**src/rtl/stream_pkg.sv**
```systemverilog
// Word and byte lane definitions for the input, chunk and output streams
// Byte lane 0 is bits 7..0 and is always the first byte in stream order

package stream_pkg;

	// ====================
	// Stream words
	// ====================

	typedef logic [31:0] word_t; // One stream word, lowest byte first

	localparam int WORD_BYTES = 4; // Byte lanes per word

	// Number of valid bytes in a chunk, from 1 to 4
	// The valid bytes are always the lowest lanes
	typedef logic [2:0] byte_cnt_t;

endpackage

```
**src/rtl/deflate_format_pkg.sv**
```systemverilog
// Stored deflate block and gzip trailer formats
// Only BTYPE 00 is described, so every field sits on a byte boundary
// The header word keeps bits 31..25 and 23..16 reserved and they are ignored

package deflate_format_pkg;

	// ====================
	// Block header word
	// ====================

	// The block header word seen as fields
	typedef struct packed {
		logic [6:0]  rsvd_hi; // Ignored
		logic        bfinal;  // Set on the last block of a stream
		logic [7:0]  rsvd_lo; // Ignored
		logic [15:0] len;     // Number of data bytes that follow
	} block_header_fields_t;

	// One input word that is read either raw or as header fields
	typedef union packed {
		logic [31:0]          raw;
		block_header_fields_t fields;
	} block_header_u;

	typedef logic [15:0] block_len_t; // LEN and NLEN are both this wide

	// ====================
	// gzip trailer
	// ====================

	typedef logic [31:0] crc_t; // Also holds ISIZE

	localparam crc_t CRC_POLY = 32'hEDB88320; // Reflected form of 0x04C11DB7
	localparam crc_t CRC_INIT = 32'hFFFFFFFF; // The final XOR uses the same all ones value

	// First byte of a stored block with BTYPE 00 and the pad bits zero
	localparam logic [7:0] STORED_HEADER_FINAL = 8'h01;
	localparam logic [7:0] STORED_HEADER_MORE  = 8'h00;

endpackage
```
**src/rtl/stored_deflate_top.sv**
```systemverilog
// Stored-mode deflate encoder with a gzip CRC32/ISIZE trailer
// Input is one header word per block followed by LEN bytes, four per word
// Output words are packed lowest byte first and the stream's last word has out_last
// Both sides use valid/ready and in_ready can depend on out_ready in the same cycle

`timescale 1ns/1ns

module stored_deflate_top (
	input  logic              clk,
	input  logic              rst_n,
	input  stream_pkg::word_t in_data,
	input  logic              in_valid,
	output logic              in_ready,
	output stream_pkg::word_t out_data,
	output logic              out_valid,
	output logic              out_last,
	input  logic              out_ready
);

	// ====================
	// Controller to packer
	// ====================
	stream_pkg::word_t        chunk_data;
	stream_pkg::byte_cnt_t    chunk_bytes;
	logic                     chunk_last;
	logic                     chunk_valid;
	logic                     chunk_ready;

	// ====================
	// Controller to CRC
	// ====================
	stream_pkg::word_t        crc_data;
	stream_pkg::byte_cnt_t    crc_bytes;
	logic                     crc_update;
	logic                     crc_clear;
	deflate_format_pkg::crc_t crc;

	stored_block_ctrl ctrl_inst (
		.clk         (clk),
		.rst_n       (rst_n),
		.in_data     (in_data),
		.in_valid    (in_valid),
		.in_ready    (in_ready),
		.chunk_data  (chunk_data),
		.chunk_bytes (chunk_bytes),
		.chunk_last  (chunk_last),
		.chunk_valid (chunk_valid),
		.chunk_ready (chunk_ready),
		.crc_data    (crc_data),
		.crc_bytes   (crc_bytes),
		.crc_update  (crc_update),
		.crc_clear   (crc_clear),
		.crc         (crc)
	);

	// Registers each update on the same edge as the data chunk transfer
	crc32_engine crc_inst (
		.clk        (clk),
		.rst_n      (rst_n),
		.crc_data   (crc_data),
		.crc_bytes  (crc_bytes),
		.crc_update (crc_update),
		.crc_clear  (crc_clear),
		.crc        (crc)
	);

	byte_packer packer_inst (
		.clk         (clk),
		.rst_n       (rst_n),
		.chunk_data  (chunk_data),
		.chunk_bytes (chunk_bytes),
		.chunk_last  (chunk_last),
		.chunk_valid (chunk_valid),
		.chunk_ready (chunk_ready),
		.out_data    (out_data),
		.out_valid   (out_valid),
		.out_last    (out_last),
		.out_ready   (out_ready)
	);

endmodule

```
**src/rtl/byte_packer.sv**
```systemverilog
// Packs chunks of 1 to 4 bytes into 32-bit words, lowest byte first
// An eight-byte store is enough because a chunk is only taken when it fits after the pop
// chunk_last flushes the store and the final word is zero-filled and marked out_last
// While a flush is pending no new chunk is accepted

`timescale 1ns/1ns

module byte_packer (
	input  logic                  clk,
	input  logic                  rst_n,
	input  stream_pkg::word_t     chunk_data,
	input  stream_pkg::byte_cnt_t chunk_bytes,
	input  logic                  chunk_last,
	input  logic                  chunk_valid,
	output logic                  chunk_ready,
	output stream_pkg::word_t     out_data,
	output logic                  out_valid,
	output logic                  out_last,
	input  logic                  out_ready
);

	logic [63:0] store_q;   // Byte 0 is the oldest byte
	logic [63:0] store_pop; // Store after this cycle's output word left
	logic [63:0] store_d;
	logic [63:0] chunk_ext; // Chunk moved up to sit above the remaining fill
	logic [3:0]  fill_q;    // Valid bytes in the store, 0 to 8
	logic [3:0]  fill_pop;
	logic [3:0]  fill_d;
	logic [3:0]  pop_cnt;   // Bytes leaving with the output word
	logic [7:0]  lane_en;   // Store bytes written by the incoming chunk
	logic        flush_q;   // ISIZE was taken and the tail is still draining
	logic        out_fire;
	logic        chunk_fire;

	// Lane mask for the lowest n bytes of a chunk
	function automatic logic [3:0] low_lanes(input stream_pkg::byte_cnt_t n);
		logic [3:0] m;
		case (n)
			3'd1:    m = 4'b0001;
			3'd2:    m = 4'b0011;
			3'd3:    m = 4'b0111;
			3'd4:    m = 4'b1111;
			default: m = 4'b0000;
		endcase
		return m;
	endfunction

	// ====================
	// Output side
	// ====================
	assign out_valid = (fill_q >= 4'd4) || flush_q;
	assign out_last  = flush_q && (fill_q < 4'd4); // Tail of 0 to 3 bytes closes the stream
	assign out_fire  = out_valid && out_ready;

	// Bytes above the fill read as zero
	always_comb begin
		for (int i = 0; i < stream_pkg::WORD_BYTES; i++) begin
			if (fill_q > 4'(i))
				out_data[i*8 +: 8] = store_q[i*8 +: 8];
			else
				out_data[i*8 +: 8] = 8'h00;
		end
	end

	// A full word leaves four bytes, the last word leaves whatever is there
	assign pop_cnt   = !out_fire ? 4'd0 : (fill_q >= 4'd4) ? 4'd4 : fill_q;
	assign fill_pop  = fill_q - pop_cnt;
	assign store_pop = (pop_cnt == 4'd4) ? {32'b0, store_q[63:32]} : store_q;

	// ====================
	// Input side
	// ====================
	// Above four bytes a chunk only fits when a word leaves in the same cycle
	assign chunk_ready = !flush_q && ((fill_q <= 4'd4) || out_ready);
	assign chunk_fire  = chunk_valid && chunk_ready;

	assign chunk_ext = {32'b0, chunk_data} << {fill_pop, 3'b000};
	assign lane_en   = chunk_fire ? ({4'b0, low_lanes(chunk_bytes)} << fill_pop) : 8'b0;

	always_comb begin
		for (int i = 0; i < 8; i++) begin
			if (lane_en[i])
				store_d[i*8 +: 8] = chunk_ext[i*8 +: 8];
			else
				store_d[i*8 +: 8] = store_pop[i*8 +: 8];
		end
	end

	assign fill_d = fill_pop + (chunk_fire ? {1'b0, chunk_bytes} : 4'd0);

	// ====================
	// Registers
	// ====================
	always_ff @(posedge clk) begin
		store_q <= store_d; // Shifted by the output word and filled by the chunk in one step
	end

	always_ff @(posedge clk or negedge rst_n) begin
		if (!rst_n) begin
			fill_q  <= '0;
			flush_q <= 1'b0;
		end else begin
			fill_q <= fill_d;
			if (chunk_fire && chunk_last)
				flush_q <= 1'b1;
			else if (out_fire && out_last)
				flush_q <= 1'b0; // Final word is gone and the next stream may start
		end
	end

endmodule

```
**src/rtl/crc32_engine.sv**
```systemverilog
// Running CRC32 (reflected 0xEDB88320) over up to four bytes per cycle
// Lanes are taken lowest first and only the lowest crc_bytes lanes count
// crc_clear and crc_update are never high together

`timescale 1ns/1ns

module crc32_engine (
	input  logic                     clk,
	input  logic                     rst_n,
	input  stream_pkg::word_t        crc_data,
	input  stream_pkg::byte_cnt_t    crc_bytes,
	input  logic                     crc_update,
	input  logic                     crc_clear,
	output deflate_format_pkg::crc_t crc
);

	deflate_format_pkg::crc_t crc_q;    // Running register before the final XOR
	deflate_format_pkg::crc_t crc_next; // Register after the valid lanes

	// One byte of the bitwise reflected CRC
	function automatic deflate_format_pkg::crc_t crc_byte(input deflate_format_pkg::crc_t c_in,
	                                                      input logic [7:0] b);
		deflate_format_pkg::crc_t c;
		c = c_in ^ {24'b0, b};
		for (int k = 0; k < 8; k++) begin
			if (c[0])
				c = (c >> 1) ^ deflate_format_pkg::CRC_POLY;
			else
				c = c >> 1;
		end
		return c;
	endfunction

	// Four chained byte steps, later lanes skipped past crc_bytes
	always_comb begin
		crc_next = crc_q;
		for (int lane = 0; lane < stream_pkg::WORD_BYTES; lane++) begin
			if (lane < int'(crc_bytes))
				crc_next = crc_byte(crc_next, crc_data[lane*8 +: 8]);
		end
	end

	always_ff @(posedge clk or negedge rst_n) begin
		if (!rst_n)
			crc_q <= deflate_format_pkg::CRC_INIT;
		else if (crc_clear)
			crc_q <= deflate_format_pkg::CRC_INIT; // Next stream starts over
		else if (crc_update)
			crc_q <= crc_next;
	end

	assign crc = crc_q ^ deflate_format_pkg::CRC_INIT; // Final XOR is all ones too

endmodule

```
**src/rtl/stored_block_ctrl.sv**
```systemverilog
// Control FSM for stored deflate blocks with a gzip trailer
// A header word must come first and LEN data bytes follow in the next words
// Data words pass through to the packer in the same cycle, so in_ready follows chunk_ready
// Header words are taken without waiting on the packer

`timescale 1ns/1ns

module stored_block_ctrl (
	input  logic                      clk,
	input  logic                      rst_n,
	input  stream_pkg::word_t         in_data,
	input  logic                      in_valid,
	output logic                      in_ready,
	output stream_pkg::word_t         chunk_data,
	output stream_pkg::byte_cnt_t     chunk_bytes,
	output logic                      chunk_last,
	output logic                      chunk_valid,
	input  logic                      chunk_ready,
	output stream_pkg::word_t         crc_data,
	output stream_pkg::byte_cnt_t     crc_bytes,
	output logic                      crc_update,
	output logic                      crc_clear,
	input  deflate_format_pkg::crc_t  crc
);

	// ====================
	// State encoding
	// ====================
	localparam logic [2:0] S_WAIT_HDR = 3'd0; // Waiting for a block header word
	localparam logic [2:0] S_HDR_BYTE = 3'd1; // Offering the BFINAL/BTYPE byte
	localparam logic [2:0] S_LENGTH   = 3'd2; // Offering LEN and NLEN
	localparam logic [2:0] S_DATA     = 3'd3; // Passing data words through
	localparam logic [2:0] S_CRC      = 3'd4; // Offering CRC32
	localparam logic [2:0] S_ISIZE    = 3'd5; // Offering ISIZE, marked last

	logic [2:0]                     state_q;
	logic [2:0]                     state_d;
	deflate_format_pkg::block_header_u hdr;
	deflate_format_pkg::block_len_t len_rem_q; // Bytes of the block still to send
	logic                           bfinal_q;
	deflate_format_pkg::crc_t       isize_q;   // Sum of all LEN in this stream
	logic                           hdr_fire;
	logic                           chunk_fire;
	logic                           data_end;   // Current data chunk is the block's last

	assign hdr.raw = in_data; // Decode the incoming word as a header

	assign hdr_fire   = (state_q == S_WAIT_HDR) && in_valid;
	assign chunk_fire = chunk_valid && chunk_ready;

	// At most one word is left, so this chunk closes the block
	assign data_end = (len_rem_q <= deflate_format_pkg::block_len_t'(stream_pkg::WORD_BYTES));

	// ====================
	// Chunk and handshake outputs
	// ====================
	always_comb begin
		in_ready    = 1'b0;
		chunk_valid = 1'b0;
		chunk_last  = 1'b0;
		chunk_data  = '0;
		chunk_bytes = 3'd4;
		state_d     = state_q;
		case (state_q)
			S_WAIT_HDR: begin
				in_ready = 1'b1; // The header never waits on the packer
				if (in_valid)
					state_d = S_HDR_BYTE;
			end
			S_HDR_BYTE: begin
				chunk_valid = 1'b1;
				chunk_bytes = 3'd1;
				chunk_data  = {24'b0, bfinal_q ? deflate_format_pkg::STORED_HEADER_FINAL
				                               : deflate_format_pkg::STORED_HEADER_MORE};
				if (chunk_ready)
					state_d = S_LENGTH;
			end
			S_LENGTH: begin
				// LEN then NLEN, each least significant byte first
				chunk_valid = 1'b1;
				chunk_data  = {~len_rem_q, len_rem_q};
				if (chunk_ready) begin
					if (len_rem_q != '0)
						state_d = S_DATA;
					else if (bfinal_q)
						state_d = S_CRC; // Empty final block goes straight to the trailer
					else
						state_d = S_WAIT_HDR;
				end
			end
			S_DATA: begin
				in_ready    = chunk_ready;
				chunk_valid = in_valid;
				chunk_data  = in_data;
				chunk_bytes = data_end ? len_rem_q[2:0] : 3'd4; // Partial last word
				if (chunk_fire && data_end)
					state_d = bfinal_q ? S_CRC : S_WAIT_HDR;
			end
			S_CRC: begin
				chunk_valid = 1'b1; // CRC register already holds the last data update here
				chunk_data  = crc;
				if (chunk_ready)
					state_d = S_ISIZE;
			end
			S_ISIZE: begin
				chunk_valid = 1'b1;
				chunk_last  = 1'b1; // Tells the packer to flush
				chunk_data  = isize_q;
				if (chunk_ready)
					state_d = S_WAIT_HDR;
			end
			default: state_d = S_WAIT_HDR;
		endcase
	end

	// The CRC sees exactly the data chunks, lane for lane
	assign crc_data   = in_data;
	assign crc_bytes  = chunk_bytes;
	assign crc_update = (state_q == S_DATA) && chunk_fire;
	assign crc_clear  = (state_q == S_ISIZE) && chunk_fire; // Fresh CRC for the next stream

	// ====================
	// Registers
	// ====================
	always_ff @(posedge clk or negedge rst_n) begin
		if (!rst_n) begin
			state_q   <= S_WAIT_HDR;
			len_rem_q <= '0;
			bfinal_q  <= 1'b0;
			isize_q   <= '0;
		end else begin
			state_q <= state_d;
			if (hdr_fire) begin
				len_rem_q <= hdr.fields.len;
				bfinal_q  <= hdr.fields.bfinal;
				isize_q   <= isize_q + {16'b0, hdr.fields.len}; // Wraps modulo 2^32
			end else if (crc_clear) begin
				isize_q <= '0;
			end
			if (crc_update)
				len_rem_q <= len_rem_q - {13'b0, chunk_bytes};
		end
	end

endmodule

```
**config.mk**
```make
export PLATFORM = sky130hd
export DESIGN_NAME = stored_deflate_top
export DESIGN_NICKNAME = d
export VERILOG_FILES = /design/src/rtl/stream_pkg.sv /design/src/rtl/deflate_format_pkg.sv /design/src/rtl/stored_deflate_top.sv /design/src/rtl/byte_packer.sv /design/src/rtl/crc32_engine.sv /design/src/rtl/stored_block_ctrl.sv
export SDC_FILE = /design/constraint.sdc
export NUM_CORES = 1
export LEC_CHECK = 0
export ABC_CLOCK_PERIOD_IN_PS = 6800
export BUFFER_PORTS_ARGS = -buffer_cell sky130_fd_sc_hd__buf_2
export CAP_MARGIN = 10
export CORE_MARGIN = 2
export CORE_UTILIZATION = 58
export DETAILED_ROUTE_END_ITERATION = 8
export GPL_TIMING_DRIVEN = 0
export PLACE_DENSITY_LB_ADDON = 0.1
export SYNTH_ARGS = -nofsm -noshare
export SYNTH_HDL_FRONTEND = slang
export SYNTH_HIERARCHICAL = 1
export SYNTH_SLANG_ARGS = --single-unit
```
**constraint.sdc**
```tcl
create_clock -name clk -period 6.8 [get_ports clk]
set_clock_uncertainty 0.1 [all_clocks]
set_input_delay 1.02 -clock clk [delete_from_list [all_inputs] [get_ports clk]]
set_output_delay 1.02 -clock clk [all_outputs]
set_load 0.02 [all_outputs]
```
# [Word-level counts from Yosys, hierarchy flattened]
# Cells that the tools add are included.
# Widths: inputs -> output; s select.
[totals] ff_bits=153 latchBits=0 ramBits=0 rom_bits=0 input_bits=36 mem_count=0
[classes] add_sub_neg=4 n_mul=0 div_mod_pow=0 n_lt_le_gt_ge=12 n_eq_ne=16 shifts=2 muxes=106 n_bitwise=38 n_reduce_logical=29
[op_table] operator="$mux 32" count=68
[op_table] operator="$not 13->14" count=32
[op_table] operator="$pmux 32 s5" count=1
[op_table] operator="$xor 32x8->32" count=4
[op_table] operator="$mux 8" count=13
[op_table] operator="$mux 64" count=1
[op_table] operator="$shl 32x7->64" count=1
[op_table] operator="$add 32x16->32" count=1
[op_table] operator="$mux 16" count=2
[op_table] operator="$not 32->32" count=1
[op_table] operator="$mux 3" count=10
[op_table] operator="$reduce_bool 2->1" count=12
[op_table] operator="$pmux 3 s6" count=1
[op_table] operator="$le 16x3->1 const B" count=1
[op_table] operator="$not 16->16" count=1
[op_table] operator="$pmux 4 s4" count=1
[op_table] operator="$reduce_bool 16->1" count=1
[op_table] operator="$sub 16x3->16" count=1
[op_table] operator="$eq 3x2->1 const B" count=4
[op_table] operator="$logic_and 1x1->1" count=10
[op_table] operator="$ne 2x1->1 const B" count=5
[op_table] operator="$eq 3x3->1 const B" count=3
[op_table] operator="$gt 4x1->1 const B" count=2
[op_table] operator="$gt 4x2->1 const B" count=2
[op_table] operator="other kinds (20)" count=29

# [Longest topological paths before layout]
[depth] ltp_word=103 ltp_mapped=27 ltp_nobuf=21

# [Cells and area by module]
# Netlist, hierarchy kept.
[by_module_without_submodules] module="crc32_engine" instances=1 cells_each=776 area_per_inst_um2=6857.8 seq_area_each_um2=840.8
[by_module_without_submodules] module="stored_block_ctrl" instances=1 cells_each=590 area_per_inst_um2=4802.1 seq_area_each_um2=1301.2
[by_module_without_submodules] module="byte_packer" instances=1 cells_each=432 area_per_inst_um2=4533.1 seq_area_each_um2=2047.0

# [Worst setup path before layout]
# No wires, ideal clock.
[synth_path] path_kind="reg-to-reg" startpoint="register ctrl_inst.len_rem_q[9]" endpoint="register crc_inst.crc_q[19]" setup_time_ns=0.095 t_arrival_ns=6.157 required_time_ns=6.605 slack_ns=0.448 path_stages_with_launch=23 period_less_slack_ns=6.352 cell_sequence="dfrtp_1 nor4_1 nand4_1 nor2_1 nand2_1 a21oi_1 buf_4 clkbuf_1 or3_1 buf_2 mux2i_1 xor2_2 xnor2_1 xnor3_1 a21oi_4 xnor2_4 xnor3_1 a21boi_1 nor4_4 xnor3_1 xnor2_2 xnor2_1 o221ai_1"
[synth_between] elab_chain_len=70
[synth_rtl] item="start, declared" line="stored_block_ctrl.sv:39" rtl="deflate_format_pkg::block_len_t len_rem_q;"
[synth_rtl] item="start signal, assigned" line="stored_block_ctrl.sv:134" rtl="len_rem_q <= hdr.fields.len;"
[synth_rtl] item="start signal, assigned" line="stored_block_ctrl.sv:141" rtl="len_rem_q <= len_rem_q - {13'b0, chunk_bytes};"
[synth_rtl] item="$le 16x3->1 *" line="stored_block_ctrl.sv:52" rtl="assign data_end = (len_rem_q <= deflate_format_pkg::block_len_t'(stream_pkg::WORD_BYTES));"
[synth_rtl] item="$mux 3 *" line="stored_block_ctrl.sv:95" rtl="chunk_bytes = data_end ? len_rem_q[2:0] : 3'd4;"
[synth_rtl] item="$pmux 3 s2 *" line="stored_block_ctrl.sv:64" rtl="case (state_q)"
[synth_rtl] item="net chunk_bytes[0]" line="stored_deflate_top.sv:24" rtl="stream_pkg::byte_cnt_t chunk_bytes;"
[synth_rtl] item="$lt 1x3->1" line="crc32_engine.sv:38" rtl="if (lane < int'(crc_bytes))"
[synth_rtl] item="$mux 32" line="crc32_engine.sv:38"
[synth_rtl] item="$xor 32x8->32" line="crc32_engine.sv:24" rtl="c = c_in ^ {24'b0, b};"
[synth_rtl] item="$mux 32" line="crc32_engine.sv:26" rtl="if (c[0])"
[synth_rtl] item="(+55 left out)"
[synth_rtl] item="$not 13->14 (no line)"
[synth_rtl] item="$mux 32" line="crc32_engine.sv:26"
[synth_rtl] item="$mux 32" line="crc32_engine.sv:38"
[synth_rtl] item="$not 13->14 (no line)"
[synth_rtl] item="$mux 32" line="crc32_engine.sv:26"
[synth_rtl] item="$mux 32 *" line="crc32_engine.sv:38"
[synth_rtl] item="$mux 32 *" line="crc32_engine.sv:48" rtl="else if (crc_update)"
[synth_rtl] item="$mux 32 *" line="crc32_engine.sv:46" rtl="else if (crc_clear)"
[synth_rtl] item="end signal, assigned" line="crc32_engine.sv:45" rtl="crc_q <= deflate_format_pkg::CRC_INIT;"
[synth_rtl] item="end signal, assigned" line="crc32_engine.sv:47" rtl="crc_q <= deflate_format_pkg::CRC_INIT;"
[synth_rtl] item="end signal, assigned" line="crc32_engine.sv:49" rtl="crc_q <= crc_next;"
[synth_rtl] item="end, declared" line="crc32_engine.sv:17" rtl="deflate_format_pkg::crc_t crc_q;"
# The timed path passes the listed nets; every way through them passes the cells marked *. The select of a mux whose other input is x is not followed.
# A chain may end at the register's enable or synchronous reset.

# [Worst setup path after layout]
[layout_path] startpoint="register ctrl_inst.len_rem_q[3]" endpoint="register crc_inst.crc_q[28]"
[layout_between] elab_chain_len=65
[layout_rtl] item="$le 16x3->1 *" line="stored_block_ctrl.sv:52"
[layout_rtl] item="$mux 3 *" line="stored_block_ctrl.sv:95"
[layout_rtl] item="$pmux 3 s2 *" line="stored_block_ctrl.sv:64"
[layout_rtl] item="net chunk_bytes[2]" line="stored_deflate_top.sv:24"
[layout_rtl] item="$lt 1x3->1" line="crc32_engine.sv:38"
[layout_rtl] item="$mux 32" line="crc32_engine.sv:38"
[layout_rtl] item="$xor 32x8->32" line="crc32_engine.sv:24"
[layout_rtl] item="$not 13->14 (no line)"
[layout_rtl] item="(+50 left out)"
[layout_rtl] item="$mux 32, on equally long branches" line="crc32_engine.sv:38, crc32_engine.sv:26"
[layout_rtl] item="$not 13->14 (no line) or $mux 32 (tied branches)"
[layout_rtl] item="$mux 32" line="crc32_engine.sv:26"
[layout_rtl] item="$mux 32" line="crc32_engine.sv:38"
[layout_rtl] item="$mux 32" line="crc32_engine.sv:26"
[layout_rtl] item="$mux 32 *" line="crc32_engine.sv:38"
[layout_rtl] item="$mux 32 *" line="crc32_engine.sv:48"
[layout_rtl] item="$mux 32 *" line="crc32_engine.sv:46"
# Marked as above.

==> out/results.ini <==
[global_route]
grt_remaining_overflow=0
grt_pass1_wl_mm=85.9
first_global_vias=13600
antenna_found_initial=0
track_usage=0.401
grt_max_degree=61

[cts]
cts_max_path_buffers=2
cts_tree=done
clock_latency_ns=0.45
clock_sinks=153
h-tree-depth=4
numCtsBuffers=17
clkTransAtPathRegs_ns=0.08
cts_hold_buf=0
cts-root-buf=clkbuf_16

[placement]
io_buffers=70
dpl.hpwl_mm=45.9
place_area_um2=17000
gp_congestion=1.06

[run]
cap_violations=0

[sta]
fmax_ghz=0.149
setup_viol=0
tightest_slew_ns=1.18
report.final.slew_viol_count=0
finalHoldViolations=0
slew_headroom=0.209
finalCritPeriodShare=0.984
fin_crit_ns=6.69

[worst_setup_path]
cp-startpoint=ctrl_inst/len_rem_q[3]
slowest_delay_ns=0.48
cp_slowest_cell=xnor3_2
crit_end=crc_inst/crc_q[28]
r2r-end=crc_inst/crc_q[28]
cpMostUsedCell=buf_4
r2r_slack_ns=0.11
path_max_fanout=10
crit_arrival_ns=6.96
r2r_cells=28
worstSetupStartpointType=flip-flop
crit-reg2reg-launch=ctrl_inst/len_rem_q[3]
crit_path_end_kind=flip-flop
path_class=flip-flop to flip-flop
worstPathRequired_ns=7.07

[die]
rows=61
start_util=0.586
core_area_um2=27600
die_area_um2=29300
die_h_um=171
ios=71
dieWidth_um=171

[routing]
drtIter0Drc=1825
routed_via_density=6.48
drc=0
routed_wl_mm=59.9
vias=15200
firstDrtPassIters=7
ant_nets=0
wire_per_inst_um=25.5

[logic_synthesis]
synthesis.nets=1863
synth_area_um2=16200
synth-seq-area-share=0.259
ys_ff_latch=153
yosys_most_used_dff=edfxtp_1
synth-simple-area-share=0.172
synth_top_family_by_area=XOR/XNOR gates
synth-async-reset-ratio=0.582
synth_edf_count=64
synthCells=1798
synth-compound-area-share=0.173
synthXorXnorAreaFrac=0.213
yosysWarnings=6
synthDistinctLibCells=104
avgSynthCellArea_um2=9.01
synthMuxAreaShare=0.0984
synth_adder_area_share=0.0243

[layout]
nets=2020
mostFrequentLayoutCell=nor2_1
drive_above_1_share=0.232
area_growth_syn_to_layout_pct=17.0
postLayoutCoreUtil=0.686
final_cell_area_um2=18900
num_antenna_cells=0
mostFrequentLayoutCells=158 x nor2_1, 139 x xnor2_1, 133 x nand2_1

[run_status]
outcome=finished, final reports clean

[worst_hold_path]
min_path_type=primary input to asynchronous set/reset pin

-- synth_stat cells, types with 12 or more instances --
cell type	count	area [um2]
o21ai_0	73	365
nor4_1	15	93.8
nand3_1	57	285
dfrtp_1	57	1430
xnor2_1	157	1380
or3_1	12	75.1
clkbuf_1	65	244
xnor2_2	15	244
nand4_1	27	169
nor2b_1	41	257
mux2i_1	114	1140
o22ai_1	36	225
a21oi_1	145	726
nor2_1	160	601
and3_1	13	81.3
a211oi_1	21	158
nand2_1	133	499
nor3_1	41	205
xor2_1	51	447
o211ai_1	15	113
buf_2	19	95.1
xnor3_1	38	856
buf_4	36	270
buf_1	12	45.0
edfxtp_1	64	1920
dfstp_2	32	841
ha_1	25	313
mux2_2	34	383
inv_1	51	191
-- logic make-up (layout without fill, tap and decap cells) --
kind of cell / after synthesis / count (layout)
XOR/XNOR: 285 / 285
adder cells (fa/ha/maj): 29 / 29
AO/OA/AOI/OAI: 429 / 429
multiplexers: 153 / 153
AND/OR/NAND/NOR: 552 / 552
buffers and inverters: 197 / 367
flip-flops: 153 / 153
-- state kept, by name, indices dropped and copies added, names as in the netlist --
| register | cells |
|---|---|
| crc_inst/crc_q | 32 |
| ctrl_inst/state_q | 3 |
| ctrl_inst/bfinal_q | 1 |
| ctrl_inst/isize_q | 32 |
| packer_inst/store_q | 64 |
| packer_inst/flush_q | 1 |
| ctrl_inst/len_rem_q | 16 |
| packer_inst/fill_q | 4 |
-- per-layer routing --
metal / up-vias / part of all wire / global-route usage
met3: 190 / 0.13 / 0.107
met2: 1008 / 0.42 / 0.584
met5: - / 0 / 0
met4: 0 / 0.049 / 0.168
li1: 6750 / - / -
met1: 7265 / 0.40 / 0.563
-- repair_timing --
action / CTS / global route
buffers inserted: 20 / 50
pin swaps: 11 / 29
endpoints found under the setup margin: 32 / 30
resized for setup: 55 / 61
-- worst max-delay path, delay by kind of cell (launching register included) --
kind / cells / cell delay [ns]
xor gates and xnor gates: 5 / 1.58
buffers and inverters: 11 / 1.99
DFF: 1 / 0.36
AOI/OAI and AO/OA: 6 / 1.19
and+or+nand+nor: 6 / 1.38
-- per-stage QoR --
stage	instances	hold slack, ns	setup slack [ns]	TNS [ns]
after floorplan	1798	0.348	0.448	0
after global placement	2246	0.389	-1.59	-34.53
after detailed placement	2247	0.405	-1.64	-38.00
after CTS	2297	0.416	0.00257	0
after global routing	2346	0.437	-0.212	-2.00
final	2346	0.420	0.107	0
-- cell type report --
type / count / area (um2)
Fill cell: 2229 / 8680
Multi-Input combinational cell: 1448 / 11700
Clock inverter: 15 / 166
Timing Repair Buffer: 141 / 1020
Tap cell: 378 / 473
Inverter: 55 / 206
Buffer: 139 / 779
Clock buffer: 17 / 425
Sequential cell: 153 / 4190
-- worst min-delay path by stage --
stage | start | endpoint | slack (ns) | cells past startpoint
final | rst_n | packer_inst/fill_q[0] | 0.42 | 1
after global routing | ctrl_inst/isize_q[31] | ctrl_inst/isize_q[31] | 0.44 | 1
after CTS | ctrl_inst/isize_q[31] | ctrl_inst/isize_q[31] | 0.42 | 1
after detailed placement | packer_inst/store_q[37] | packer_inst/store_q[5] | 0.40 | 1
after global placement | ctrl_inst/isize_q[31] | ctrl_inst/isize_q[31] | 0.39 | 1
after floorplan | ctrl_inst/isize_q[31] | ctrl_inst/isize_q[31] | 0.35 | 1
Power is not shown: default switching activity piles up to over one toggle a cycle in this logic, so the estimate is an artifact.
